--- config.mk ---
export PLATFORM = sky130hd
export DESIGN_NAME = fetch_unit
export DESIGN_NICKNAME = d
export VERILOG_FILES = /design/src/hw/rv_pkg.sv /design/src/hw/fetch_unit.sv
export SDC_FILE = /design/constraint.sdc
export NUM_CORES = 1
export LEC_CHECK = 0
export BUFFER_PORTS_ARGS = -buffer_cell sky130_fd_sc_hd__buf_2
export CORE_MARGIN = 2
export CORE_UTILIZATION = 40
export DETAILED_ROUTE_END_ITERATION = 10
export RECOVER_POWER = 50
export SYNTH_ARGS = -nofsm -noshare
export SYNTH_HDL_FRONTEND = slang
export SYNTH_SLANG_ARGS = --single-unit
--- constraint.sdc ---
create_clock -name clock -period 19.2 [get_ports clock]
set_input_delay 3.84 -clock clock [delete_from_list [all_inputs] [get_ports clock]]
set_output_delay 3.84 -clock clock [all_outputs]
set_load 0.01 [all_outputs]
--- src/hw/rv_pkg.sv ---
`default_nettype none

package rv_pkg;

	localparam int xlen = 64;

	typedef logic [xlen-1:0] word_t;
	typedef logic [xlen-1:0] addr_t;
	typedef logic [31:0] inst_t;
	typedef logic [4:0] reg_idx_t;

	localparam addr_t reset_pc = '0;

	// major opcodes, instr[6:0]
	localparam logic [6:0] op_imm = 7'b0010011;
	localparam logic [6:0] op_reg = 7'b0110011;
	localparam logic [6:0] op_lui = 7'b0110111;
	localparam logic [6:0] op_branch = 7'b1100011;
	localparam logic [6:0] op_jal = 7'b1101111;

	localparam logic [2:0] funct3_beq = 3'b000;
	localparam logic [2:0] funct3_bne = 3'b001;
	localparam logic [2:0] funct3_add = 3'b000; // add, sub, addi
	localparam logic [2:0] funct3_xor = 3'b100;
	localparam logic [2:0] funct3_or = 3'b110;
	localparam logic [2:0] funct3_and = 3'b111;

	localparam logic [6:0] funct7_base = 7'b0000000;
	localparam logic [6:0] funct7_sub = 7'b0100000;

	typedef enum logic [2:0] {
		alu_add,
		alu_sub,
		alu_and,
		alu_or,
		alu_xor,
		alu_pass_b // lui
	} alu_op_t;

	typedef struct packed {
		logic valid;
		addr_t pc;
		inst_t instr;
	} fetch_item_t;

	typedef struct packed {
		logic valid;
		addr_t pc;
		inst_t instr;
		word_t op_a;
		word_t op_b;
		word_t br_imm; // b-imm, or j-imm for jal
		alu_op_t alu_op;
		logic wen;
		reg_idx_t rd;
		logic is_branch;
		logic branch_on_equal;
		logic is_jal;
	} decoded_t;

	typedef struct packed {
		logic valid;
		addr_t target;
	} redirect_t;

	typedef struct packed {
		logic valid;
		addr_t pc;
		inst_t instr;
		logic wen;
		reg_idx_t rd;
		word_t wdata;
	} commit_t;

endpackage

`default_nettype wire

--- src/hw/fetch_unit.sv ---
`default_nettype none

module fetch_unit import rv_pkg::*; (
	input wire logic clock,
	input wire logic reset,
	input redirect_t redirect,
	output logic imem_req,
	output addr_t imem_addr,
	input wire logic imem_ack,
	input inst_t imem_data,
	output fetch_item_t fetch
);

	typedef enum logic {
		fs_idle, // req low, issue once ack has fallen
		fs_wait  // req high, waiting for ack
	} fetch_state_t;

	fetch_state_t state;
	addr_t pc; // next address to request
	logic discard; // outstanding response is wrong-path

	assign imem_req = (state == fs_wait);

	// control state
	always_ff @(posedge clock) begin
		if (reset) begin
			state <= fs_idle;
			pc <= reset_pc;
			discard <= 1'b0;
			fetch.valid <= 1'b0;
		end else begin
			fetch.valid <= 1'b0;
			if (redirect.valid) begin
				pc <= redirect.target;
			end
			case (state)
				fs_idle: begin
					// hold off during redirect so the new target goes out next
					if (!imem_ack && !redirect.valid) begin
						state <= fs_wait;
					end
				end
				fs_wait: begin
					if (imem_ack) begin
						state <= fs_idle;
						discard <= 1'b0;
						fetch.valid <= !discard && !redirect.valid;
						if (!discard && !redirect.valid) begin
							pc <= pc + 64'd4;
						end
					end else if (redirect.valid) begin
						discard <= 1'b1; // finish handshake, drop data
					end
				end
				default: begin
					state <= fs_idle;
				end
			endcase
		end
	end

	// address held stable for the whole request
	always_ff @(posedge clock) begin
		if (state == fs_idle && !imem_ack && !redirect.valid) begin
			imem_addr <= pc;
		end
	end

	// response payload
	always_ff @(posedge clock) begin
		if (state == fs_wait && imem_ack) begin
			fetch.pc <= imem_addr;
			fetch.instr <= imem_data;
		end
	end

endmodule

`default_nettype wire

==> impl_metrics.py, run 1 <==
metrics = {
    "floorplanning": {
        "die_h_um": 153,
        "rows": 54,
        "die_area_um2": 23400,
        "dieWidth_um": 153,
        "start_util_pct": 40.7,
        "io_pins": 262,
        "fp.coreArea_um2": 21800,
    },
    "worst_setup_path": {
        "crit_chain": "buf_2 > clkbuf_1 > inv_2 > buf_4 > nand2_1 > nor3_1 > a211oi_1 > nor4_1",
        "cp.arrival_ns": 8.29,
        "crit_path_top_delay_cell": "clkbuf_1",
        "path_class": "in2reg",
        "path_buf_inv": 4,
        "reg2reg_slack_ns": 16.16,
        "cp_max_fo": 58,
        "critPathLaunchType": "primary input",
        "required_ns": 19.45,
        "worst_path_largest_cell_delay_ns": 2.00,
        "critPathTopFamily": "buffers and inverters",
        "critPathCaptureType": "register",
    },
    "sta": {
        "max_freq_mhz": 124,
        "slew_violations": 232,
        "clock_skew_ns": 0.0115,
        "tightest_slew_ns": 3.49,
        "relSlewSlack_pct": -133,
        "whs_ns": 0.432,
        "hold_violations": 0,
        "min_period_ns": 8.04,
        "rsz0062_at_grt": "no",
        "setup_viol": 0,
        "tns_ns": 0,
        "finalCritPeriodShare_pct": 41.9,
    },
    "clocking": {
        "clkSlewWorstSetupHoldPaths_ns": 0.06,
        "post-cts-setup-buffer-count": 0,
        "cts_max_level": 1,
        "clk_root_buffer_cell": "clkbuf_16",
        "cts_sinks": 227,
        "cts_buffers": 25,
        "cts_resized": 0,
        "hold_buffers": 0,
        "cts_tree": "done",
        "clockBufferDepth": 3,
        "worstSkewPairLatency_ns": 0.52,
    },
    "routing": {
        "drt_iter0_drc": 507,
        "wire_per_inst_um": 18.5,
        "firstDrtPassIters": 5,
        "vias": 6451,
        "top_layer": "met5",
        "wl_met2_um": 10500,
        "via_per_inst": 5.21,
        "finalWirelength_um": 23000,
        "drc": 0,
        "met1_length_um": 10100,
        "ant_nets": 0,
        "route.met3.wl_um": 1780,
    },
    "yosys": {
        "synth-seq-cells": 227,
        "synth_ff_type": "edfxtp_1",
        "netlist_area_um2": 8880,
        "syn_avg_cell_area_um2": 13.2,
        "synth_cell_type_count": 56,
        "synth_edf_count": 160,
        "ys_seq_area_share_pct": 69.2,
        "yosysWarningCount": 0,
        "synth_nets": 775,
        "async_flop_share_pct": 0,
        "synth_cells": 674,
    },
    "grt": {
        "grtUsageTotal_pct": 18.9,
        "antenna_found_initial": 1,
        "grt_pass1_wl_um": 35400,
        "grt_remaining_overflow": 0,
        "grt_pass1_vias": 6024,
        "grt_max_degree": 72,
    },
    "power": {
        "irDropWorstVdd_v": 0.0000540,
        "p_leak_uw": 0.00415,
        "p_total_uw": 1090,
        "powerDensity_nw_per_um2": 97.5,
    },
    "finish": {
        "antennaDiodeCount": 0,
        "syn2layout_area_growth_pct": 26.3,
        "nets": 1041,
        "drive_above_1_share_pct": 33.4,
    },
    "hold_path": {
        "hp-class": "reg2reg",
    },
    "placed_design": {
        "numPortBuffers": 261,
        "dp_hpwl_um": 15700,
        "place_congestion": 0.822,
    },
    "status": {
        "violations": "capacitance limit, slew limit",
        "status": "finished, violations left",
    },
    "flow_run": {
        "cap_violations": 5,
    },
}
## kinds of logic after synthesis
group | count (synthesis) | share of synthesized area, %
buffers and inverters | 39 | 2.03
DFF | 227 | 69.2
AOI/OAI and AO/OA | 99 | 7.31
muxes | 8 | 0.916
xor gates and xnor gates | 38 | 3.75
and+or+nand+nor | 262 | 16.7
adders and majority gates | 1 | 0.141
## worst paths after layout
| path | startpoint | to | depth (start not counted) |
|---|---|---|---|
| worst max-delay path | redirect[64] | pc[15] | 8 |
| worst min-delay path | pc[1] | imem_addr[1] | 0 |
| worst min register to register | pc[1] | imem_addr[1] | 0 |
| worst max register to register | discard | pc[32] | 6 |
## per-stage QoR
step | instance area [µm²] | setup slack, ns | instances | utilization [%]
floorplan | 8880 | 9.92 | 674 | -
global placement | 10500 | 12.68 | 1193 | 47.9
detailed placement | 10500 | 12.64 | 1193 | 47.9
CTS | 11300 | 13.17 | 1239 | 51.6
global route | 11200 | 10.69 | 1239 | 51.4
finish | 11200 | 11.16 | 1239 | 51.4
## cells in the mapped netlist, types with 3 or more instances
cell        n  area, µm²
a311oi_1    5       43.8
edfxtp_1  160       4800
o211ai_1    6       45.0
nor4_1     13       81.3
nand2_1    63        236
inv_1      11       41.3
or3_1      10       62.6
nor4_2      3       37.5
nor2_1     56        210
a211oi_1   16        120
o21ai_0    10       50.1
nor3_2      6       60.1
nand3_1    26        130
nor4_4      3       63.8
xnor2_1    29        254
nand4_2     3       37.5
a211oi_2    3       37.5
nand4_1    22        138
mux2i_1     7       70.1
xor2_1      9       78.8
nand4_4     3       63.8
buf_1       4       15.0
a21oi_1    45        225
nor3_1     22        110
and3_1     15       93.8
nand3b_1    3       22.5
clkbuf_1   19       71.3
buf_6       4       45.0
dfxtp_1    67       1340
## power by group
part	total, µW	switching, µW	internal, µW
registers	564	18.2	546
logic	60.9	34.8	26.1
clock network	468	196	272
total	1090	249	844
## layer usage
layer,vias to the layer above,GRT usage (%)
met3,42,4.59
li1,3087,-
met2,281,29.6
met4,2,5.34
met1,3039,26.5
met5,-,0
## area by class of cell
cell class	count	area (µm²)
multi-input combinational	408	2550
inverter	11	42.5
tap	280	350
timing repair buffer	267	1310
clock inverter	15	108
clock buffer	31	699
sequential	227	6150
fill	1978	10600
## sequential cells by signal, summed over array words and instances, names as in the netlist
name       flops
fetch         97
imem_addr     64
pc            64
discard        1
imem_req       1
## cell usage in the layout, fill, tap and decap left out, types with 7 or more instances in the layout
cell type / Yosys / final
a211oi_1: 16 / 16
a21oi_1: 45 / 45
and3_1: 15 / 15
buf_2: 0 / 242
clkbuf_1: 19 / 25
clkbuf_16: 0 / 26
dfxtp_1: 67 / 67
edfxtp_1: 160 / 160
inv_1: 11 / 9
mux2i_1: 7 / 7
nand2_1: 63 / 63
nand3_1: 26 / 26
nand4_1: 22 / 22
nor2_1: 56 / 56
nor3_1: 22 / 22
nor4_1: 13 / 13
o21ai_0: 10 / 10
or3_1: 10 / 10
xnor2_1: 29 / 29
xor2_1: 9 / 9
Power figures use the tool's default switching activity.
==> run 2, diff against run 1 <==
clock period = 7.5 ns   (was 19.2 ns; I/O delays follow)
==> impl_metrics.py, run 2 (synthesized netlist as in run 1, its figures left out) <==
metrics = {
    "finish": {
        "final_common_cell": "buf_2",
        "largest_reg_flops": 97,
        "multi_input_area_um2": 2550,
        "layout_common_cells": "210 x buf_2, 160 x edfxtp_1, 67 x dfxtp_1",
        "max_flop_register": "fetch",
        "drive_above_1_share_pct": 29.7,
        "fill_cells": 1966,
        "syn2layout_area_growth_pct": 25.8,
        "final_cells": 1239,
        "nets": 1041,
        "fin_util_pct": 51.2,
        "biggestRegsByFlops": "fetch: 97 flops, imem_addr: 64 flops, pc: 64 flops",
        "ff_latch_area_um2": 6150,
    },
    "routing": {
        "via_per_inst": 5.19,
        "drc": 0,
        "vias": 6425,
        "firstDrtPassIters": 5,
        "drt_iter0_drc": 409,
        "wire_per_inst_um": 18.5,
        "ant_nets": 0,
        "finalWirelength_um": 22900,
    },
    "sta": {
        "hold_violations": 0,
        "max_freq_mhz": 214,
        "slew_violations": 139,
        "tightest_slew_ns": 3.54,
        "rsz0062_at_grt": "no",
        "finalCritPeriodShare_pct": 62.3,
        "whs_ns": 0.442,
        "relSlewSlack_pct": -136,
        "tns_ns": 0,
        "clock_skew_ns": 0.0122,
        "setup_viol": 0,
        "min_period_ns": 4.68,
    },
    "grt": {
        "grt_pass1_vias": 6108,
        "grt_pass1_wl_um": 35300,
        "grt_max_degree": 72,
        "grt_remaining_overflow": 0,
        "grtUsageTotal_pct": 18.8,
        "antenna_found_initial": 0,
    },
    "clocking": {
        "cts_resized": 0,
        "clk_root_buffer_cell": "clkbuf_16",
        "cts_tree": "done",
        "worstSkewPairLatency_ns": 0.51,
        "clockBufferDepth": 3,
        "cts_sinks": 227,
        "cts_max_level": 1,
        "cts_buffers": 25,
        "post-cts-setup-buffer-count": 0,
        "hold_buffers": 0,
        "clkSlewWorstSetupHoldPaths_ns": 0.06,
    },
    "worst_setup_path": {
        "required_ns": 7.89,
        "path_class": "in2reg",
        "critPathLaunchType": "primary input",
        "r2r-end": "pc[32]",
        "cp.arrival_ns": 5.07,
        "crit_chain": "buf_2 > clkbuf_1 > nor2_1 > a21oi_1 > o21ai_0 > and3_1",
        "reg2reg_depth": 6,
        "reg2reg_slack_ns": 4.45,
        "cp_max_fo": 71,
        "rr_startpoint": "discard",
        "worst_path_largest_cell_delay_ns": 2.48,
        "crit_path_top_delay_cell": "clkbuf_1",
        "critPathCaptureType": "register",
    },
    "floorplanning": {
        "fp.coreArea_um2": 21800,
        "start_util_pct": 40.7,
        "io_pins": 262,
        "dieWidth_um": 153,
        "die_area_um2": 23400,
        "die_h_um": 153,
        "rows": 54,
    },
    "placed_design": {
        "dp.cells": 1193,
        "numPortBuffers": 261,
        "place_congestion": 0.821,
        "dp_hpwl_um": 15800,
    },
    "flow_run": {
        "cap_violations": 3,
    },
    "power": {
        "powerDensity_nw_per_um2": 249,
        "irDropWorstVdd_v": 0.000133,
        "p_leak_uw": 0.00406,
    },
    "hold_path": {
        "hp-start": "pc[0]",
        "min_delay_worst_endpoint": "imem_addr[0]",
        "hold_path_depth": 0,
        "hp-class": "reg2reg",
    },
    "status": {
        "violations": "capacitance limit, slew limit",
        "status": "finished, violations left",
    },
}
## run 2: cell count changes in the layout (fill, tap and decap cells not counted), sizes merged
cell | before | now
bufinv | 1 | 2
inv | 13 | 10
clkbuf | 54 | 85
diode | 0 | 1
buf | 244 | 214
## run 2: report_power, final
part	total (µW)	leakage [µW]	internal (µW)	switching (µW)
Combinational	155	0.00163	65.5	89.2
Clock	1180	0.000386	707	474
Sequential	1440	0.00204	1400	46.8
Total	2780	0.00406	2170	610
## run 2: worst max-delay path: cells and delay by family
kind                   cells  cell delay [ns]
and+or+nand+nor            2             0.58
buffers and inverters      2             2.57
AOI/OAI and AO/OA          2             0.40
## run 2: area by class of cell
cell class	instances	share of cell area, %
clock inverter	13	1.02
inverter	11	0.381
clock buffer	32	6.10
multi-input combinational	408	22.9
sequential	227	55.0
tap	280	3.14
antenna	1	0.0224
timing repair buffer	267	11.5
## run 2: worst max-delay path by stage
stage                       from           end  slack [ns]  cells after the start
finish                     reset        pc[55]        2.82                      6
global route               reset        pc[55]        2.53                      6
CTS                 redirect[64]        pc[15]        3.80                      8
detailed placement  redirect[64]        pc[15]        3.28                      8
global placement    redirect[64]        pc[15]        3.32                      8
floorplan           redirect[64]  imem_addr[0]        0.56                      4
## run 2: per-layer routing
layer  global-route usage [%]  vias to the layer above  wire (µm)
li1                         -                     3082          -
met1                     25.9                     3052      10000
met2                     30.7                      271      10700
met3                     4.34                       20       1900
met4                     4.01                        0        318
met5                        0                        -          0
## run 2: per-stage QoR
step / instance area (µm²) / total power [µW] / setup slack (ns)
3_3_place_gp: 10500 / 1620 / 3.32
5_1_grt: 11200 / 2880 / 2.53
4_1_cts: 11200 / 2810 / 3.80
3_5_place_dp: 10500 / 1630 / 3.28
6_report: 11200 / 2780 / 2.82
2_1_floorplan: 8880 / 1550 / 0.557
