**config.mk**
```make
export PLATFORM = sky130hd
export DESIGN_NAME = execute_stage
export DESIGN_NICKNAME = d
export VERILOG_FILES = /design/src/hw/rv_pkg.sv /design/src/hw/execute_stage.sv
export SDC_FILE = /design/constraint.sdc
export NUM_CORES = 1
export LEC_CHECK = 0
export BUFFER_PORTS_ARGS = -buffer_cell sky130_fd_sc_hd__clkbuf_2
export CAP_MARGIN = 30
export CORE_AREA = 8 8 231 233
export DETAILED_ROUTE_END_ITERATION = 7
export DIE_AREA = 0 0 239 241
export PLACE_DENSITY = 0.83
export REMOVE_ABC_BUFFERS = 1
export SETUP_SLACK_MARGIN = 0.4
export SYNTH_ARGS = -nofsm -noshare
export SYNTH_HDL_FRONTEND = slang
export SYNTH_SLANG_ARGS = --single-unit
```
**constraint.sdc**
```tcl
create_clock -name clock -period 5.5 [get_ports clock]
set_clock_uncertainty 0.05 [all_clocks]
set_input_delay 1.1 -clock clock [delete_from_list [all_inputs] [get_ports clock]]
set_output_delay 1.1 -clock clock [all_outputs]
set_load 0.02 [all_outputs]
```
**src/hw/rv_pkg.sv**
```systemverilog
`default_nettype none

package rv_pkg;

	localparam int xlen = 64;

	typedef logic [xlen-1:0] word_t;
	typedef logic [xlen-1:0] addr_t;
	typedef logic [31:0] inst_t;
	typedef logic [4:0] reg_idx_t;

	localparam addr_t reset_pc = '0;

	// major opcodes, instr[6:0]
	localparam logic [6:0] op_imm = 7'b0010011;
	localparam logic [6:0] op_reg = 7'b0110011;
	localparam logic [6:0] op_lui = 7'b0110111;
	localparam logic [6:0] op_branch = 7'b1100011;
	localparam logic [6:0] op_jal = 7'b1101111;

	localparam logic [2:0] funct3_beq = 3'b000;
	localparam logic [2:0] funct3_bne = 3'b001;
	localparam logic [2:0] funct3_add = 3'b000; // add, sub, addi
	localparam logic [2:0] funct3_xor = 3'b100;
	localparam logic [2:0] funct3_or = 3'b110;
	localparam logic [2:0] funct3_and = 3'b111;

	localparam logic [6:0] funct7_base = 7'b0000000;
	localparam logic [6:0] funct7_sub = 7'b0100000;

	typedef enum logic [2:0] {
		alu_add,
		alu_sub,
		alu_and,
		alu_or,
		alu_xor,
		alu_pass_b // lui
	} alu_op_t;

	typedef struct packed {
		logic valid;
		addr_t pc;
		inst_t instr;
	} fetch_item_t;

	typedef struct packed {
		logic valid;
		addr_t pc;
		inst_t instr;
		word_t op_a;
		word_t op_b;
		word_t br_imm; // b-imm, or j-imm for jal
		alu_op_t alu_op;
		logic wen;
		reg_idx_t rd;
		logic is_branch;
		logic branch_on_equal;
		logic is_jal;
	} decoded_t;

	typedef struct packed {
		logic valid;
		addr_t target;
	} redirect_t;

	typedef struct packed {
		logic valid;
		addr_t pc;
		inst_t instr;
		logic wen;
		reg_idx_t rd;
		word_t wdata;
	} commit_t;

endpackage

`default_nettype wire

```
**src/hw/execute_stage.sv**
```systemverilog
`default_nettype none

module execute_stage import rv_pkg::*; (
	input wire logic clock,
	input wire logic reset,
	input decoded_t decoded,
	output logic wen,
	output reg_idx_t rd,
	output word_t wdata,
	output redirect_t redirect,
	output commit_t commit
);

	decoded_t q;
	word_t result;
	logic equal;
	logic taken;

	always_ff @(posedge clock) begin
		q <= decoded;
		if (reset) begin
			q.valid <= 1'b0;
		end
	end

	always_comb begin
		case (q.alu_op)
			alu_add: result = q.op_a + q.op_b;
			alu_sub: result = q.op_a - q.op_b;
			alu_and: result = q.op_a & q.op_b;
			alu_or: result = q.op_a | q.op_b;
			alu_xor: result = q.op_a ^ q.op_b;
			alu_pass_b: result = q.op_b;
			default: result = q.op_a + q.op_b;
		endcase
	end

	// branches carry rs1 and rs2 in op_a and op_b
	assign equal = (q.op_a == q.op_b);
	assign taken = q.is_branch && (equal == q.branch_on_equal);

	assign redirect.valid = q.valid && (taken || q.is_jal);
	assign redirect.target = q.pc + q.br_imm;

	// register file updates on the edge ending execute
	assign wen = q.valid && q.wen;
	assign rd = q.rd;
	assign wdata = result;

	always_ff @(posedge clock) begin
		if (reset) begin
			commit.valid <= 1'b0;
		end else begin
			commit.valid <= q.valid;
		end
	end

	always_ff @(posedge clock) begin
		commit.pc <= q.pc;
		commit.instr <= q.instr;
		commit.wen <= q.wen;
		commit.rd <= q.rd;
		commit.wdata <= result;
	end

endmodule

`default_nettype wire

```
==> impl_results.md, run 1 <==
- Total global routing overflow: 0
- Placer Congestion: 1.025
- Crit path max-delay cell type: o41a_1
- Tcrit/Tclk final: 97.63%
- Setup ws final: 130.3 ps
- Syn_area_per_cell: 8.567 sq um
- Core area: 49660 sq um
- Critical Path RT: 4350 ps
- Fin. Hold Viols: 0
- RSZ-0062 raised after global routing: true
- DRT Pass-1 Iters: 8
- Hold WC Path Type: reg2reg
- CTS root buffer: clkbuf_16
- Utilization after layout: 67.32%
- Async S/R FF share, synth: 0%
- Post-synth cell types: 92
- Routed Wire Length: 106900 microns
- Failing checks: DRC
- First-pass GRT wire length: 154000 microns
- Register area: 9430 sq um
- Place WS: 241.6 ps
- Multi-input gate area: 15820 sq um
- Most common cell after layout, fill and taps aside: clkbuf_2
- CTS sink cnt: 468
- Vias in the first global route: 25670
- # fillers: 3825
- Number of synthesis warnings: 0
- Mapped Cells: 2908
- Most frequent cells in the layout: clkbuf_2, dfxtp_1, a21oi_1
- Iter 0 DRT Violations: 3465
- Worst slew margin: 29.98%
- Initial antenna violation count: 11
- Maximum VDD drop: 0.0003851 V
- Area fraction of the dominant cell type after synthesis: 37.61%
- Die area: 57600 sq um
- WP buf/inv: 3
- Buffers added on ports: 604
- Critical-path cell list: ha_4, inv_4, fa_2, nor2b_4, o21bai_4, a211oi_4, o311a_1, nand4_1, nand3_2, a21oi_4, o41a_1, o41ai_4, nor3_1, nor4_1, buf_4, clkbuf_8
- CP endpoint kind: primary output
- Share of layout cells above drive strength 1: 33.85%
- Routed length per placed instance: 24.60 microns
- Leakage: 15.44 nW
- Post-synth EDFFs: 0
- FF+latch count, synth: 468
- Vias per cell: 6.119
- Max-cap violations: 0
- Area Growth Syn to Fin: 34.18%
- Overall routing resource usage: 34.27%
- Fin crit period: 5370 ps
- Clock Latency Late Sink: 620 ps
- Largest net degree at the start of global routing: 109
- Predominant post-synthesis flop cell: dfxtp_1
- Post-synthesis sequential area ratio: 37.61%
- Achievable Freq: 0.1862 GHz
- Vias: 26570
- Critical path class: reg2out
- CP Max Fanout: 3
- Status: finished, violations left
- Pwr per Cell Area: 310.4 nW/um^2
- H-tree Lvls: 2
- CTS tree: done
- Dominant cells by area after synthesis: dfxtp_1, ha_1, a21oi_1, o21ai_0, inv_1
- Final nets: 4190
- Starting Density: 50.17%
- CP top delay family: compound AO/OA/AOI/OAI gates
- DP HPWL: 78300 microns
- Slowest cell delay on critical path: 420 ps
- Reg clk slew, reported paths: 60 ps
- Final setup viols: 0
- WP data arrival: 4220 ps
- Least-Margin Pin Slew: 1049 ps
- Non-Filler Instances: 4343
- Mapped Area: 24910 sq um
- Worst Hold Slack: 270.5 ps
- Row cnt: 82
- CP Launch Type: register
- Die width: 239 microns
- Antenna viol nets, final: 0
- Die H: 241 microns
- # placed instances: 4133
- Post-synth top area cell: dfxtp_1
- Number of buffers created by CTS: 47
- # DRC: 2
- # IOs: 605
- Fin. max-slew vios: 0
- Longest Clk Path Bufs: 3
==> sequential cells by signal (all words and copies together) (netlist names) <==
signal / count
q: 296
commit: 167
rd: 5
==> final timing paths <==
| check | cells past startpoint | endpoint | slack (ps) | start |
|---|---|---|---|---|
| setup / recovery | 16 | wdata[60] | 130 | q[76]$_DFF_P_ |
| hold / removal | 0 | commit[85]$_DFF_P_ | 270 | q[219]$_DFF_P_ |
| setup reg to reg | 23 | commit[52]$_DFF_P_ | 1320 | q[76]$_DFF_P_ |
| hold reg to reg | 0 | commit[85]$_DFF_P_ | 270 | q[219]$_DFF_P_ |
==> timing repair <==
item	in CTS	in global routing
setup buffers	71	49
setup endpoints to repair	60	61
hold buffers	0	0
pin swaps	92	76
resized for setup	305	188
hold endpoints to repair	0	0
==> stage by stage <==
step,total power [mW],area [sq um],setup TNS [ps]
after floorplan,5.577,24290,-211470
final,10.38,33430,0
after global routing,10.73,33420,0
after detailed placement,6.700,28970,0
after CTS,10.14,32340,0
after global placement,6.679,28970,0
==> area by class of cell <==
| class | instances | area share [%] |
|---|---|---|
| diodes | 8 | 0.05989 |
| clock buffers | 62 | 3.874 |
| clock inverters | 20 | 0.6700 |
| inverters | 231 | 2.620 |
| multi-input cells | 2059 | 47.33 |
| flip-flops and latches | 468 | 28.21 |
| well taps | 672 | 2.515 |
| repair buffers | 823 | 14.72 |
==> Yosys cell counts, drive strengths merged (31+ instances only) <==
cell type  instances
nor4              40
nand2            189
o31ai             33
buf               36
o22ai             50
clkbuf           114
nand4             43
a21o              72
ha               254
dfxtp            468
nand3             47
xor2              32
a21oi            351
o21bai            63
xnor2             61
o21ai            179
nor2             205
a211oi            31
nor3              34
inv              229
==> report_power, final <==
part,internal [mW],switching [mW]
clock network,1.77,1.42
registers,3.64,0.138
logic,1.26,2.14
total,6.68,3.70
==> cells by family after synthesis <==
family | Yosys count | share of synthesized area (%)
simple gates | 660 | 12.44
compound gates | 1031 | 26.98
flops | 468 | 37.61
buf+inv | 381 | 5.972
xor+xnor | 93 | 3.270
mux | 18 | 0.7283
fa+ha+maj | 257 | 13.00
==> metal layers <==
layer	wire length [microns]	track usage, %
met5	27	0
met4	7983	21.92
met3	12030	9.373
met2	49330	57.03
met1	37490	38.72
==> worst reg2reg max path: cells and delay by family, from the launching register on <==
kind | cells | cell delay [ps]
fa+ha+maj | 2 | 520
simple gates | 3 | 490
flops | 1 | 360
compound gates | 8 | 1660
buf+inv | 10 | 1030
Note: power is estimated with default switching activity, not from simulation.
==> run 2: changes to the inputs <==
--- a/config.mk
+++ b/config.mk
@@ -7,10 +7,11 @@
 export LEC_CHECK = 0
 export BUFFER_PORTS_ARGS = -buffer_cell sky130_fd_sc_hd__clkbuf_2
 export CAP_MARGIN = 30
-export CORE_AREA = 8 8 231 233
+export CORE_ASPECT_RATIO = 1.2
+export CORE_MARGIN = 8
+export CORE_UTILIZATION = 49
 export DETAILED_ROUTE_END_ITERATION = 7
-export DIE_AREA = 0 0 239 241
-export PLACE_DENSITY = 0.83
+export PLACE_DENSITY = 0.77
 export REMOVE_ABC_BUFFERS = 1
 export SETUP_SLACK_MARGIN = 0.4
 export SYNTH_ARGS = -nofsm -noshare
==> constraint.sdc (replaced) <==
create_clock -name clock -period 4.5 [get_ports clock]
set_clock_uncertainty 0.05 [all_clocks]
set_input_delay 0.9 -clock clock [delete_from_list [all_inputs] [get_ports clock]]
set_output_delay 0.9 -clock clock [all_outputs]
set_load 0.02 [all_outputs]
==> impl_results.md, run 2 (synthesized netlist as in run 1, its figures left out) <==
- CP Max Fanout: 6 (was 3)
- Routed length per placed instance: 27.34 microns (was 24.60 microns)
- Fin crit period: 5070 ps
- Max-cap violations: 0 (unchanged)
- Row cnt: 90 (was 82)
- Number of buffers created by CTS: 45 (was 47)
- Largest register FFs: 296 (unchanged)
- Vias in the first global route: 30190 (was 25670)
- Clock Latency Late Sink: 600 ps (was 620 ps)
- DRT Pass-1 Iters: 8 (unchanged)
- Least-Margin Pin Slew: 1256 ps (was 1049 ps)
- Area Growth Syn to Fin: 59.31% (was 34.18%)
- Final setup viols: 75 (was 0)
- CP Launch Type: register (unchanged)
- Longest Clk Path Bufs: 3 (unchanged)
- Starting Density: 49.60% (was 50.17%)
- Most common cell after layout, fill and taps aside: buf_4 (was clkbuf_2)
- Routed Wire Length: 130400 microns (was 106900 microns)
- Reg2Reg Depth: 25 (was 23)
- Fin. Hold Viols: 0 (unchanged)
- H-tree Lvls: 2 (unchanged)
- Biggest regs: q x296, commit x167, rd x5 (unchanged)
- Hold WC Path Type: reg2reg (unchanged)
- CP endpoint kind: primary output (unchanged)
- Worst slew margin: 15.99% (was 29.98%)
- Worst Hold Slack: 277.5 ps (was 270.5 ps)
- Buffers added on ports: 604 (unchanged)
- Reg clk slew, reported paths: 70 ps (was 60 ps)
- Hold path endpoint: commit[82]$_DFF_P_ (was commit[85]$_DFF_P_)
- Most frequent cells in the layout: buf_4, clkbuf_2, dfxtp_1 (was clkbuf_2, dfxtp_1, a21oi_1)
- Achievable Freq: 0.1972 GHz
- Worst R2R Start: q[77]$_DFF_P_ (was q[76]$_DFF_P_)
- Utilization after layout: 79.02% (was 67.32%)
- Initial antenna violation count: 15 (was 11)
- Share of layout cells above drive strength 1: 47.63% (was 33.85%)
- CTS tree: done (unchanged)
- Pwr per Cell Area: 362.8 nW/um^2 (was 310.4 nW/um^2)
- CTS root buffer: clkbuf_16 (unchanged)
- CTS sink cnt: 468 (unchanged)
- Largest net degree at the start of global routing: 50 (was 109)
- # DRC: 6 (was 2)
- WP buf/inv: 5 (was 3)
- Critical-path cell list: inv_1, ha_4, nand3_1, buf_4, o32a_1, o22a_1, a41oi_2, buf_6, a41oi_4, o21ai_4, nand4_1, o2111ai_2, a21oi_2, a21oi_2, buf_6, buf_8 (was ha_4, inv_4, fa_2, nor2b_4, o21bai_4, a211oi_4, o311a_1, nand4_1, nand3_2, a21oi_4, o41a_1, o41ai_4, nor3_1, nor4_1, buf_4, clkbuf_8)
- Failing checks: DRC, setup timing (was DRC)
- Maximum VDD drop: 0.0005106 V (was 0.0003851 V)
- Antenna viol nets, final: 0 (unchanged)
- Vias per cell: 6.272 (was 6.119)
- Final nets: 4645 (was 4190)
- Crit path max-delay cell type: dfxtp_1 (was o41a_1)
- Worst hold stages: 0 (unchanged)
- Core area: 50220 sq um (was 49660 sq um)
- Largest Register: q (unchanged)
- Setup ws final: -570.4 ps (was 130.3 ps)
- Multi-input gate area: 17600 sq um (was 15820 sq um)
- Critical Path RT: 3550 ps (was 4350 ps)
- RSZ-0062 raised after global routing: true (unchanged)
- Leakage: 18.39 nW (was 15.44 nW)
- Register area: 9477 sq um (was 9430 sq um)
- Slowest cell delay on critical path: 360 ps (was 420 ps)
- Vias: 29910 (was 26570)
- Hold Crit Start: q[216]$_DFF_P_ (was q[219]$_DFF_P_)
- Die H: 263.0 microns (was 241 microns)
- Tcrit/Tclk final: 112.7%
- Cts hold-fix bufs: 0 (unchanged)
- DP HPWL: 85730 microns (was 78300 microns)
- R2r endpoint: commit[9]$_DFF_P_ (was commit[52]$_DFF_P_)
- Iter 0 DRT Violations: 3440 (was 3465)
- Critical path class: reg2out (unchanged)
- Status: finished, violations left (unchanged)
- Fin. max-slew vios: 0 (unchanged)
- Die width: 221.8 microns (was 239 microns)
- # IOs: 605 (unchanged)
- Placer Congestion: 1.023 (was 1.025)
- CP top delay family: compound AO/OA/AOI/OAI gates (unchanged)
- Die area: 58340 sq um (was 57600 sq um)
- R2R Setup Slk: 710 ps (was 1320 ps)
- Total global routing overflow: 0 (unchanged)
- WP data arrival: 4120 ps (was 4220 ps)
- # fillers: 3017 (was 3825)
- Overall routing resource usage: 39.05% (was 34.27%)
- First-pass GRT wire length: 178900 microns (was 154000 microns)
-- run 2: changes by cell type in the layout (fill, tap and decap cells not counted), sizes merged, moves of 2 or more --
| cell | delta |
|---|---|
| inv | +4 |
| clkbuf | -41 |
| clkinv | -9 |
| buf | +497 |
| diode | -2 |
| bufinv | +4 |
-- run 2: cell type report --
class                           count  share of cell area (%)
Inverter                          231                   2.219
Tap cell                          644                   2.030
Antenna cell                        6                 0.03783
Clock buffer                       61                   3.219
Clock inverter                     20                  0.7724
Multi-Input combinational cell   2059                   44.36
Sequential cell                   468                   23.88
Timing Repair Buffer             1280                   23.49
-- run 2: timing repair --
action                                  CTS  global route
buffers inserted                        122            79
cloned                                    0             0
pin swaps                               277           227
resized for setup                       765           398
endpoints found under the setup margin  102           106
hold endpoints to repair                  0             0
-- run 2: worst register-to-register path, stage by stage (launching register included) --
cell	delay, ps
dfxtp_2	350
inv_4	60
buf_6	110
buf_6	110
ha_4	140
o21bai_4	170
a221oi_2	270
o21ai_2	130
buf_6	150
buf_6	110
buf_6	110
a21oi_4	250
nor2_1	100
nor2_1	190
nor2_1	70
nor2_1	90
a2bb2oi_1	70
a21oi_1	200
a21oi_2	70
buf_4	150
buf_4	120
buf_4	120
buf_4	120
buf_4	120
buf_4	120
buf_4	130
-- run 2: metal layers --
metal	wire, microns	GRT usage, %
met1	41650	38.91
met5	99	0
met3	15050	11.84
met4	12780	31.06
met2	60830	67.31
-- run 2: metrics by stage --
stage	total power [mW]	std cells	worst slack (ps)	setup TNS, ps	area [sq um]
after floorplan	6.817	2758	-3473	-326670	24290
after global placement	8.651	4481	-295.9	-3008	31790
after detailed placement	8.683	4481	-382.5	-4365	31790
after CTS	13.56	4684	-464.1	-12550	37620
after global routing	14.77	4766	-675.6	-29150	39680
final	14.40	4769	-570.4	-22380	39690
-- run 2: power by group --
part | internal, mW | leakage (nW) | switching [mW]
logic | 2.42 | 13.7 | 3.22
registers | 4.45 | 3.95 | 0.182
clock network | 2.37 | 0.769 | 1.76
total | 9.24 | 18.4 | 5.16
-- run 2: worst max path at each step --
stage                         startpoint         to  cells after the start
after floorplan             q[9]$_DFF_P_  wdata[13]                      4
after global placement     q[91]$_DFF_P_  wdata[58]                     17
after detailed placement   q[91]$_DFF_P_  wdata[58]                     17
after CTS                  q[76]$_DFF_P_  wdata[60]                     16
after global routing      q[143]$_DFF_P_  wdata[61]                     16
final                      q[81]$_DFF_P_  wdata[61]                     16
