`config.mk`:
```
export PLATFORM = sky130hd
export DESIGN_NAME = decode_stage
export DESIGN_NICKNAME = d
export VERILOG_FILES = /design/src/hw/rv_pkg.sv /design/src/hw/decode_stage.sv
export SDC_FILE = /design/constraint.sdc
export NUM_CORES = 1
export LEC_CHECK = 0
export BUFFER_PORTS_ARGS = -buffer_cell sky130_fd_sc_hd__buf_2
export CAP_MARGIN = 20
export CORE_AREA = 2 2 232 234
export DETAILED_ROUTE_END_ITERATION = 6
export DIE_AREA = 0 0 234 236
export SYNTH_ARGS = -nofsm -noshare
export SYNTH_HDL_FRONTEND = slang
export SYNTH_SLANG_ARGS = --single-unit
```
`constraint.sdc`:
```
create_clock -name clock -period 3.45 [get_ports clock]
set_clock_uncertainty 0.1 [all_clocks]
set_input_delay 0.69 -clock clock [delete_from_list [all_inputs] [get_ports clock]]
set_output_delay 0.69 -clock clock [all_outputs]
set_load 0.01 [all_outputs]
```
`src/hw/rv_pkg.sv`:
```
`default_nettype none

package rv_pkg;

	localparam int xlen = 64;

	typedef logic [xlen-1:0] word_t;
	typedef logic [xlen-1:0] addr_t;
	typedef logic [31:0] inst_t;
	typedef logic [4:0] reg_idx_t;

	localparam addr_t reset_pc = '0;

	// major opcodes, instr[6:0]
	localparam logic [6:0] op_imm = 7'b0010011;
	localparam logic [6:0] op_reg = 7'b0110011;
	localparam logic [6:0] op_lui = 7'b0110111;
	localparam logic [6:0] op_branch = 7'b1100011;
	localparam logic [6:0] op_jal = 7'b1101111;

	localparam logic [2:0] funct3_beq = 3'b000;
	localparam logic [2:0] funct3_bne = 3'b001;
	localparam logic [2:0] funct3_add = 3'b000; // add, sub, addi
	localparam logic [2:0] funct3_xor = 3'b100;
	localparam logic [2:0] funct3_or = 3'b110;
	localparam logic [2:0] funct3_and = 3'b111;

	localparam logic [6:0] funct7_base = 7'b0000000;
	localparam logic [6:0] funct7_sub = 7'b0100000;

	typedef enum logic [2:0] {
		alu_add,
		alu_sub,
		alu_and,
		alu_or,
		alu_xor,
		alu_pass_b // lui
	} alu_op_t;

	typedef struct packed {
		logic valid;
		addr_t pc;
		inst_t instr;
	} fetch_item_t;

	typedef struct packed {
		logic valid;
		addr_t pc;
		inst_t instr;
		word_t op_a;
		word_t op_b;
		word_t br_imm; // b-imm, or j-imm for jal
		alu_op_t alu_op;
		logic wen;
		reg_idx_t rd;
		logic is_branch;
		logic branch_on_equal;
		logic is_jal;
	} decoded_t;

	typedef struct packed {
		logic valid;
		addr_t target;
	} redirect_t;

	typedef struct packed {
		logic valid;
		addr_t pc;
		inst_t instr;
		logic wen;
		reg_idx_t rd;
		word_t wdata;
	} commit_t;

endpackage

`default_nettype wire

```
`src/hw/decode_stage.sv`:
```
`default_nettype none

module decode_stage import rv_pkg::*; (
	input wire logic clock,
	input wire logic reset,
	input fetch_item_t fetch,
	input redirect_t redirect,
	output reg_idx_t rs1,
	output reg_idx_t rs2,
	input word_t rs1_data,
	input word_t rs2_data,
	output decoded_t decoded
);

	fetch_item_t q;

	logic [6:0] opcode;
	logic [2:0] funct3;
	logic [6:0] funct7;
	reg_idx_t rd;
	word_t imm_i;
	word_t imm_u;
	word_t imm_b;
	word_t imm_j;

	always_ff @(posedge clock) begin
		q <= fetch;
		if (reset || redirect.valid) begin
			q.valid <= 1'b0; // wrong-path item dropped
		end
	end

	assign opcode = q.instr[6:0];
	assign rd = q.instr[11:7];
	assign funct3 = q.instr[14:12];
	assign rs1 = q.instr[19:15];
	assign rs2 = q.instr[24:20];
	assign funct7 = q.instr[31:25];

	assign imm_i = {{52{q.instr[31]}}, q.instr[31:20]};
	assign imm_u = {{32{q.instr[31]}}, q.instr[31:12], 12'b0};
	assign imm_b = {{51{q.instr[31]}}, q.instr[31], q.instr[7], q.instr[30:25],
		q.instr[11:8], 1'b0};
	assign imm_j = {{43{q.instr[31]}}, q.instr[31], q.instr[19:12], q.instr[20],
		q.instr[30:21], 1'b0};

	always_comb begin
		decoded.valid = q.valid && !redirect.valid;
		decoded.pc = q.pc;
		decoded.instr = q.instr;
		decoded.op_a = rs1_data;
		decoded.op_b = rs2_data;
		decoded.br_imm = imm_b;
		decoded.alu_op = alu_add;
		decoded.wen = 1'b0;
		decoded.rd = rd;
		decoded.is_branch = 1'b0;
		decoded.branch_on_equal = 1'b0;
		decoded.is_jal = 1'b0;

		case (opcode)
			op_imm: begin
				decoded.op_b = imm_i;
				decoded.wen = (funct3 == funct3_add); // addi only
			end
			op_reg: begin
				decoded.wen = (funct7 == funct7_base) ||
					(funct7 == funct7_sub && funct3 == funct3_add);
				case (funct3)
					funct3_add: decoded.alu_op = (funct7 == funct7_sub) ? alu_sub : alu_add;
					funct3_xor: decoded.alu_op = alu_xor;
					funct3_or: decoded.alu_op = alu_or;
					funct3_and: decoded.alu_op = alu_and;
					default: decoded.wen = 1'b0; // shifts, compares
				endcase
			end
			op_lui: begin
				decoded.op_b = imm_u;
				decoded.alu_op = alu_pass_b;
				decoded.wen = 1'b1;
			end
			op_branch: begin
				decoded.is_branch = (funct3 == funct3_beq) || (funct3 == funct3_bne);
				decoded.branch_on_equal = (funct3 == funct3_beq);
			end
			op_jal: begin
				decoded.op_a = q.pc; // link = pc + 4 through the adder
				decoded.op_b = 64'd4;
				decoded.br_imm = imm_j;
				decoded.wen = 1'b1;
				decoded.is_jal = 1'b1;
			end
			default: begin
				decoded.wen = 1'b0;
			end
		endcase

		if (rd == '0) begin
			decoded.wen = 1'b0;
		end
	end

endmodule

`default_nettype wire

```
==> results.sh, run 1 <==
export IMPL_status="finished clean"
export IMPL_worst_pin_slew_ns=0.717
export IMPL_dieArea_um2=55200
export IMPL_crit_chain="nand3b_1 > nor4_4 > nor3_4 > buf_4 > a221o_1 > buf_2"
export IMPL_hp_start="fetch[72]"
export IMPL_grt_max_degree=64
export IMPL_drt_iter0_drc=147
export IMPL_hpwl_um=22400
export IMPL_synth_top_family_by_area="buffers and inverters"
export IMPL_power_switching_uw=871
export IMPL_worstPathArrival_ns=2.46
export IMPL_first_pass_iters=4
export IMPL_cts_clk_slew_worst_paths_ns=0.08
export IMPL_rows=85
export IMPL_syn_inst=468
export IMPL_min_period_over_period_pct=94.1
export IMPL_post_cts_buffers=0
export IMPL_drive_gt1_share_pct=75.7
export IMPL_numPortBuffers=537
export IMPL_routabilityCongestion=0.882
export IMPL_yosysSeqAreaShare_pct=38.9
export IMPL_ant_nets=0
export IMPL_synthAdderAreaFrac_pct=0
export IMPL_slew_viol_final=0
export IMPL_cts_resized=0
export IMPL_fin_total_pwr_mw=2.86
export IMPL_syn_nets=760
export IMPL_worstPathRequired_ns=2.66
export IMPL_grt_pass1_wl_um=33000
export IMPL_cts_max_path_buffers=2
export IMPL_hold_path_end="decoded[276]"
export IMPL_max_cap_violations=0
export IMPL_hold_violations=0
export IMPL_cts_tree="done"
export IMPL_final_core_utilization_pct=14.4
export IMPL_finalHoldWorstSlack_ns=0.302
export IMPL_synthSimpleGateAreaFrac_pct=5.14
export IMPL_die_x_um=234
export IMPL_power_leakage_nw=3.94
export IMPL_placeableCoreArea_um2=53100
export IMPL_synthFlopType="dfxtp_1"
export IMPL_yosysTopAreaCell="dfxtp_1"
export IMPL_wl_um=25700
export IMPL_hp_class="input port to flip-flop"
export IMPL_rsz0062_at_grt="false"
export IMPL_initial_core_util_pct=9.40
export IMPL_synth_compound_area_share_pct=12.9
export IMPL_area_delta_synth_final_pct=52.7
export IMPL_synth_edf_count=0
export IMPL_synth_area_top_cells="dfxtp_1 39%, buf_4 25%, mux2_2 16%"
export IMPL_path_class="flip-flop to output port"
export IMPL_cp_slowest_cell="dfxtp_1"
export IMPL_async_flop_share_pct=0
export IMPL_synth_most_common_cell="buf_4"
export IMPL_synth_mux_area_share_pct=15.6
export IMPL_first_global_vias=4753
export IMPL_period_needed_ns=3.25
export IMPL_vdd_ir_drop_worst_v=0.000205
export IMPL_avgRoutedWirePerCell_um=16.6
export IMPL_clockPowerShare_pct=36.9
export IMPL_p_sw_share_pct=30.5
export IMPL_yosys_area_top_type_share_pct=38.9
export IMPL_place_ws_ns=0.527
export IMPL_synthTopCellsByCount="163 x buf_4, 97 x dfxtp_1, 69 x mux2_2"
export IMPL_hold_buffers=0
export IMPL_globalRouteOverflowTotal=0
export IMPL_worst_slack_ns=0.204
export IMPL_numCtsBuffers=9
export IMPL_cts_sinks=97
export IMPL_pwr_share_seq_pct=43.4
export IMPL_vias_per_cell=3.16
export IMPL_yosysUniqueCellTypes=36
export IMPL_finalSetupViolations=0
export IMPL_antenna_found_initial=17
export IMPL_drc=0
export IMPL_fin_tns_setup_ns=0
export IMPL_nets=1133
export IMPL_grt_usage_pct=8.78
export IMPL_internal_power_mw=1.99
export IMPL_ios=603
export IMPL_num_vias=4894
export IMPL_synth_xor_area_share_pct=0.176
export IMPL_syn_area_um2=4990
export IMPL_dieHeight_um=236
export IMPL_slew_headroom_pct=52.2
export IMPL_start_kind="flip-flop"
export IMPL_syn_avg_cell_area_um2=10.7
export IMPL_end_kind="output port"
export IMPL_pwr_share_comb_pct=19.7
export IMPL_synth_seq_cells=97
export IMPL_hold_depth=1
export IMPL_critPathMaxStageDelay_ns=0.44
export IMPL_root_buffer="clkbuf_16"
export IMPL_yosysWarnings=0
export IMPL_htreeDepth=3
export IMPL_path_max_fanout=63
export IMPL_pwr_density_cell_nw_per_um2=375
export IMPL_fmax_mhz=308
-- layout by cell type, fill, tap and decap left out, types with 2 or more instances in the layout --
cell       count
nand4b_1       3
or4_1          2
dfxtp_1       97
a22o_1        10
inv_6          2
clkinv_4       2
nand2_1        2
nor3_4         2
nor3b_1        2
nor2b_1        2
a221o_1       20
a21oi_1        2
clkbuf_16      9
a21o_1        42
inv_1          2
mux2_2        69
nor3_1         3
buf_2        537
nand3b_1       2
inv_8          2
buf_4         11
diode_2        5
nand2b_1       2
nor2_1         5
-- worst max-delay path by stage --
stage	startpoint	end	slack, ns	depth (start not counted)
6_report	decoded[204]	decoded[100]	0.20	6
5_1_grt	decoded[206]	decoded[29]	0.02	6
4_1_cts	decoded[208]	decoded[100]	0.05	6
3_5_place_dp	decoded[208]	decoded[100]	0.53	6
3_3_place_gp	decoded[206]	decoded[163]	0.58	5
2_1_floorplan	decoded[235]	decoded[107]	0.72	3
-- kinds of logic (layout without fill, tap and decap cells) --
logic type | Yosys count | in the layout
and+or+nand+nor | 33 | 33
buffers and inverters | 189 | 567
xor gates and xnor gates | 1 | 1
AOI/OAI and AO/OA | 78 | 78
other | 1 | 6
DFF | 97 | 97
muxes | 69 | 69
-- routing by layer --
layer	track usage, %	wire length, um	up-vias
li1	-	-	2214
met1	8.45	9070	2231
met2	15.9	12700	385
met3	4.09	2960	54
met4	3.78	910	10
met5	0	49	-
-- per-stage QoR --
stage               cells  cell area [um2]
detailed placement   1525             7300
global placement     1525             7300
floorplan             468             4990
finish               1547             7620
global route         1543             7610
CTS                  1541             7600
-- power by group through the flow --
stage               combinational, mW  clock [mW]  sequential (mW)
detailed placement              0.570           0             1.27
CTS                             0.572        1.14             1.24
global placement                0.568           0             1.26
global route                    0.615        1.18             1.25
floorplan                       0.361           0             1.24
finish                          0.562        1.06             1.24
-- flip-flops by register name, indices dropped and copies added, names as in the netlist --
signal and count:
decoded 96, q 1
-- cell type report --
type | count | area, um2
Fill cell | 6014 | 45500
Timing Repair Buffer | 549 | 2790
Sequential cell | 97 | 1940
Multi-Input combinational cell | 182 | 1700
Tap cell | 696 | 871
Clock buffer | 9 | 225
Clock inverter | 7 | 73.8
Antenna cell | 5 | 12.5
Inverter | 2 | 7.51
-- critical path, delay by kind of cell, from the launching register on --
family                 cells  cell delay, ns
buffers and inverters      2            0.48
AO/OA/AOI/OAI              1            0.38
flip-flops                 1            0.44
AND/OR/NAND/NOR            3            0.73
No activity file was read; power rests on OpenSTA's default activity.
==> inputs of run 2 (changes only) <==
--- a/config.mk
+++ b/config.mk
@@ -8,8 +8,11 @@
 export BUFFER_PORTS_ARGS = -buffer_cell sky130_fd_sc_hd__buf_2
 export CAP_MARGIN = 20
 export CORE_AREA = 2 2 232 234
+export CTS_CLUSTER_DIAMETER = 30
 export DETAILED_ROUTE_END_ITERATION = 6
 export DIE_AREA = 0 0 234 236
+export REMOVE_ABC_BUFFERS = 1
+export SLEW_MARGIN = 10
 export SYNTH_ARGS = -nofsm -noshare
 export SYNTH_HDL_FRONTEND = slang
 export SYNTH_SLANG_ARGS = --single-unit
==> run 2 against run 1 <==
Net effect: via count grew 0.37%; largest cell class unchanged; first-iteration DRC count decreased by 21%; critical path type unchanged; critical endpoint is now decoded[9]; non-clock buffer count did not move; largest power group unchanged.
==> results.sh, run 2 (synthesis gave the netlist of run 1 again) <==
export IMPL_antenna_found_initial=14
export IMPL_numCtsBuffers=9
export IMPL_ant_nets=0
export IMPL_initial_core_util_pct=9.40
export IMPL_drive_gt1_share_pct=75.8
export IMPL_place_ws_ns=0.361
export IMPL_cts_tree="done"
export IMPL_worstPathRequired_ns=2.66
export IMPL_nFillCells=6044
export IMPL_root_buffer="clkbuf_16"
export IMPL_hold_path_end="decoded[3]"
export IMPL_rows=85
export IMPL_status="finished clean"
export IMPL_worstPathArrival_ns=2.49
export IMPL_dieArea_um2=55200
export IMPL_path_max_fanout=5
export IMPL_slew_headroom_pct=45.5
export IMPL_worst_slack_ns=0.169
export IMPL_pwr_density_cell_nw_per_um2=375
export IMPL_layout_common_cells="537 x buf_2, 97 x dfxtp_1, 69 x mux2_2"
export IMPL_period_needed_ns=3.28
export IMPL_fin_total_pwr_mw=2.86
export IMPL_finalSetupViolations=0
export IMPL_avgRoutedWirePerCell_um=15.7
export IMPL_cts_sinks=97
export IMPL_cts_clk_slew_worst_paths_ns=0.09
export IMPL_min_period_over_period_pct=95.1
export IMPL_regArea_um2=1940
export IMPL_wl_um=24200
export IMPL_die_x_um=234
export IMPL_grt_max_degree=64
export IMPL_path_class="flip-flop to output port"
export IMPL_grt_use_met2_pct=15.3
export IMPL_end_kind="output port"
export IMPL_largest_reg_flops=96
export IMPL_multiInputGateArea_um2=1700
export IMPL_hp_class="input port to flip-flop"
export IMPL_placeableCoreArea_um2=53100
export IMPL_area_delta_synth_final_pct=53.0
export IMPL_top_usage_layer="met2"
export IMPL_max_cap_violations=0
export IMPL_met3_usage_pct=3.59
export IMPL_nets=1133
export IMPL_final_common_cell="buf_2"
export IMPL_drt_iter0_drc=116
export IMPL_slew_viol_final=0
export IMPL_vdd_ir_drop_worst_v=0.000240
export IMPL_hold_violations=0
export IMPL_num_vias=4912
export IMPL_fin_tns_setup_ns=0
export IMPL_drc=0
export IMPL_vias_per_cell=3.18
export IMPL_grt_pass1_wl_um=31600
export IMPL_start_kind="flip-flop"
export IMPL_fmax_mhz=305
export IMPL_worst_pin_slew_ns=0.816
export IMPL_routabilityCongestion=0.824
export IMPL_hold_depth=1
export IMPL_dieHeight_um=236
export IMPL_rsz0062_at_grt="false"
export IMPL_first_global_vias=4733
export IMPL_finalHoldWorstSlack_ns=0.293
export IMPL_numPortBuffers=537
export IMPL_hp_start="fetch[7]"
export IMPL_hpwl_um=21000
export IMPL_cts_max_path_buffers=2
export IMPL_first_pass_iters=4
export IMPL_met1_usage_pct=7.80
export IMPL_final_core_utilization_pct=14.4
export IMPL_grt_usage_pct=8.30
export IMPL_htreeDepth=3
export IMPL_globalRouteOverflowTotal=0
export IMPL_ios=603
export IMPL_power_leakage_nw=3.94
## run 2: changes by cell type in the layout (fill, tap and decap cells not counted)
cell        delta
nor3_1         -1
nor3_2         +1
buf_6          +1
diode_2        -1
clkinv_4       -1
clkinvlp_4     +2
buf_12         +1
buf_4          -2
inv_6          -1
## run 2: timing repair
item	4_1_cts	5_1_grt
gates resized for setup	1	1
endpoints found under the setup margin	1	44
buffers inserted	0	0
endpoints found under the hold margin	0	0
hold buffers	0	0
## run 2: critical path: stages, from the launching register on
cell and delay (ns):
dfxtp_1 0.35, or4_1 0.60, nor3_2 0.34, a21boi_0 0.16, o41ai_1 0.42, buf_2 0.22
## run 2: final cells by class
class	count	share of cell area (%)
repair buffers	549	36.8
flip-flops and latches	97	25.4
multi-input cells	182	22.3
well taps	696	11.4
clock buffers	9	2.95
clock inverters	7	0.934
diodes	4	0.131
inverters	2	0.0983
## run 2: worst max path at each step
stage / start / endpoint
6_report: decoded[230] / decoded[9]
5_1_grt: decoded[230] / decoded[9]
4_1_cts: decoded[210] / decoded[96]
3_5_place_dp: decoded[230] / decoded[9]
3_3_place_gp: decoded[230] / decoded[9]
2_1_floorplan: decoded[235] / decoded[107]
## run 2: per-layer routing
metal,share of wire [%],vias to the layer above
li1,-,2210
met1,35,2272
met2,52,382
met3,10,42
met4,2.5,6
met5,0.16,-
## run 2: report_power, final
part / switching (mW) / internal [mW] / total (mW)
logic: 0.267 / 0.291 / 0.558
clock network: 0.557 / 0.510 / 1.07
registers: 0.0578 / 1.18 / 1.24
total: 0.881 / 1.98 / 2.86
## run 2: per-stage QoR
stage,cell area [um2],instances
floorplan,3640,281
global placement,7320,1526
detailed placement,7320,1526
CTS,7620,1542
global route,7630,1546
finish,7630,1546
==> inputs of run 3 (changes only) <==
--- a/config.mk
+++ b/config.mk
@@ -5,12 +5,13 @@
 export SDC_FILE = /design/constraint.sdc
 export NUM_CORES = 1
 export LEC_CHECK = 0
+export ABC_AREA = 1
 export BUFFER_PORTS_ARGS = -buffer_cell sky130_fd_sc_hd__buf_2
 export CAP_MARGIN = 20
-export CORE_AREA = 2 2 232 234
+export CORE_AREA = 2 2 233 235
 export CTS_CLUSTER_DIAMETER = 30
 export DETAILED_ROUTE_END_ITERATION = 6
-export DIE_AREA = 0 0 234 236
+export DIE_AREA = 0 0 235 237
 export REMOVE_ABC_BUFFERS = 1
 export SLEW_MARGIN = 10
 export SYNTH_ARGS = -nofsm -noshare
==> run 3 against run 2 <==
Net effect: count of clock-buffer cells in the layout stayed put; clock power hardly changed; area after synthesis is 3.9% higher; non-clock buffer count is 3 higher; synthesized cell count is 56% higher; largest cell class unchanged; utilization is 0.26 points higher; sequential power hardly changed; largest power group unchanged; via count is 22% higher; flip-flop and latch count stayed put.
==> results.sh, run 3 <==
export IMPL_first_pass_iters=4
export IMPL_vdd_ir_drop_worst_v=0.000282
export IMPL_crit_chain="nand2_1 > nor2_1 > nand2_4 > buf_4 > inv_2 > buf_4 > nand2_1 > nand2_1 > buf_2"
export IMPL_wl_met3_um=2800
export IMPL_finalSetupViolations=0
export IMPL_hold_path_end="decoded[267]"
export IMPL_hold_depth=1
export IMPL_first_global_vias=5901
export IMPL_synth_edf_count=0
export IMPL_initial_core_util_pct=9.72
export IMPL_cts_clk_slew_worst_paths_ns=0.09
export IMPL_ios=603
export IMPL_numPortBuffers=537
export IMPL_placeableCoreArea_um2=53300
export IMPL_grt_usage_pct=10.6
export IMPL_status="finished clean"
export IMPL_vias_per_cell=3.33
export IMPL_antenna_found_initial=23
export IMPL_worst_pin_slew_ns=0.708
export IMPL_stdcell_area_um2=7810
export IMPL_dieHeight_um=237
export IMPL_hp_class="input port to flip-flop"
export IMPL_area_delta_synth_final_pct=50.7
export IMPL_final_common_cell="buf_2"
export IMPL_path_max_fanout=29
export IMPL_wl_um=30200
export IMPL_async_flop_share_pct=0
export IMPL_syn_inst=732
export IMPL_synth_area_top_cells="dfxtp_1 37%, buf_4 24%, nand2_1 19%"
export IMPL_synth_most_common_cell="nand2_1"
export IMPL_cts_max_path_buffers=2
export IMPL_cts_resized=0
export IMPL_worst_path_buf_inv=4
export IMPL_ant_nets=0
export IMPL_post_cts_buffers=0
export IMPL_yosysSeqAreaShare_pct=37.5
export IMPL_rsz0062_at_grt="false"
export IMPL_path_class="flip-flop to output port"
export IMPL_finalNonFillerCells=1803
export IMPL_final_core_utilization_pct=14.7
export IMPL_slew_viol_final=0
export IMPL_syn_avg_cell_area_um2=7.08
export IMPL_worstPathArrival_ns=2.37
export IMPL_layout_common_cells="537 x buf_2, 264 x nand2_1, 111 x nand3_1"
export IMPL_drive_gt1_share_pct=52.5
export IMPL_root_buffer="clkbuf_16"
export IMPL_grt_pass1_wl_um=40900
export IMPL_synth_seq_cells=97
export IMPL_yosysWarnings=0
export IMPL_drt_iter0_drc=164
export IMPL_top_layer_used="met5"
export IMPL_end_kind="output port"
export IMPL_dieArea_um2=55700
export IMPL_max_cap_violations=0
export IMPL_nets=1388
export IMPL_fmax_mhz=316
export IMPL_wl_met2_um=14800
export IMPL_hold_violations=0
export IMPL_placed_area_um2=7470
export IMPL_synthFlopType="dfxtp_1"
export IMPL_period_needed_ns=3.16
export IMPL_cts_sinks=97
export IMPL_cp_slowest_cell="nor2_1"
export IMPL_yosysUniqueCellTypes=20
export IMPL_rows=85
export IMPL_slew_headroom_pct=52.7
export IMPL_hpwl_um=25600
export IMPL_critPathMaxStageDelay_ns=0.39
export IMPL_cp_common_cell="nand2_1"
export IMPL_num_vias=6012
export IMPL_numCtsBuffers=9
export IMPL_hp_start="fetch[63]"
export IMPL_largest_reg_flops=96
export IMPL_place_inst=1780
export IMPL_globalRouteOverflowTotal=0
export IMPL_synthTopCellsByCount="264 x nand2_1, 169 x buf_4, 111 x nand3_1"
export IMPL_grt_max_degree=64
export IMPL_htreeDepth=3
export IMPL_worstPathRequired_ns=2.66
export IMPL_pwr_density_cell_nw_per_um2=371
export IMPL_fin_total_pwr_mw=2.89
export IMPL_drc=0
export IMPL_yosysTopAreaCell="dfxtp_1"
export IMPL_power_leakage_nw=4.44
export IMPL_routabilityCongestion=0.841
export IMPL_hold_buffers=0
export IMPL_die_x_um=235
export IMPL_start_kind="flip-flop"
export IMPL_syn_area_um2=5180
export IMPL_yosys_area_top_type_share_pct=37.5
export IMPL_avgRoutedWirePerCell_um=16.7
export IMPL_wl_met1_um=11400
export IMPL_min_period_over_period_pct=91.7
export IMPL_cts_tree="done"
export IMPL_nFillCells=6251
export IMPL_critPathTopFamily="buffers and inverters"
## run 3: through the flow
stage / setup slack [ns] / TNS (ns) / hold WS, ns
after floorplan: -2.23 / -150.92 / 0.618
after global placement: 0.514 / 0 / 0.692
after detailed placement: 0.485 / 0 / 0.694
after CTS: 0.0346 / 0 / 0.248
after global routing: 0.0548 / 0 / 0.249
final: 0.286 / 0 / 0.288
## run 3: per-layer routing
metal | vias up | track usage [%]
li1 | 2870 | -
met1 | 2641 | 11.1
met2 | 424 | 18.6
met3 | 67 | 4.00
met4 | 10 | 4.91
met5 | - | 0
## run 3: cell families after synthesis
logic type | count (synthesis) | synth area share, %
AO/OA/AOI/OAI | 19 | 1.88
buffers and inverters | 215 | 28.4
flip-flops | 97 | 37.5
other | 1 | 0.0724
AND/OR/NAND/NOR | 400 | 32.2
## run 3: where the power goes
part	internal, mW	leakage [nW]	switching (mW)
combinational	0.268	3.47	0.311
sequential	1.18	0.818	0.0537
clock	0.512	0.147	0.568
## run 3: how the worst max path moves through the flow
stage,start,endpoint,cells past startpoint,slack [ns]
final,decoded[205],decoded[141],9,0.29
after CTS,decoded[205],decoded[86],8,0.03
after detailed placement,decoded[205],decoded[86],8,0.48
after floorplan,decoded[235],decoded[100],2,-2.23
after global routing,decoded[205],decoded[141],9,0.05
after global placement,decoded[205],decoded[86],8,0.51
## run 3: final cells by class
type / instances / area [um2] / area share, %
timing repair buffer: 552 / 2840 / 36.4
tap: 696 / 871 / 11.2
clock buffer: 9 / 225 / 2.89
sequential: 97 / 1940 / 24.9
multi-input combinational: 420 / 1790 / 22.9
clock inverter: 7 / 70.1 / 0.898
inverter: 16 / 60.1 / 0.769
antenna: 6 / 15.0 / 0.192
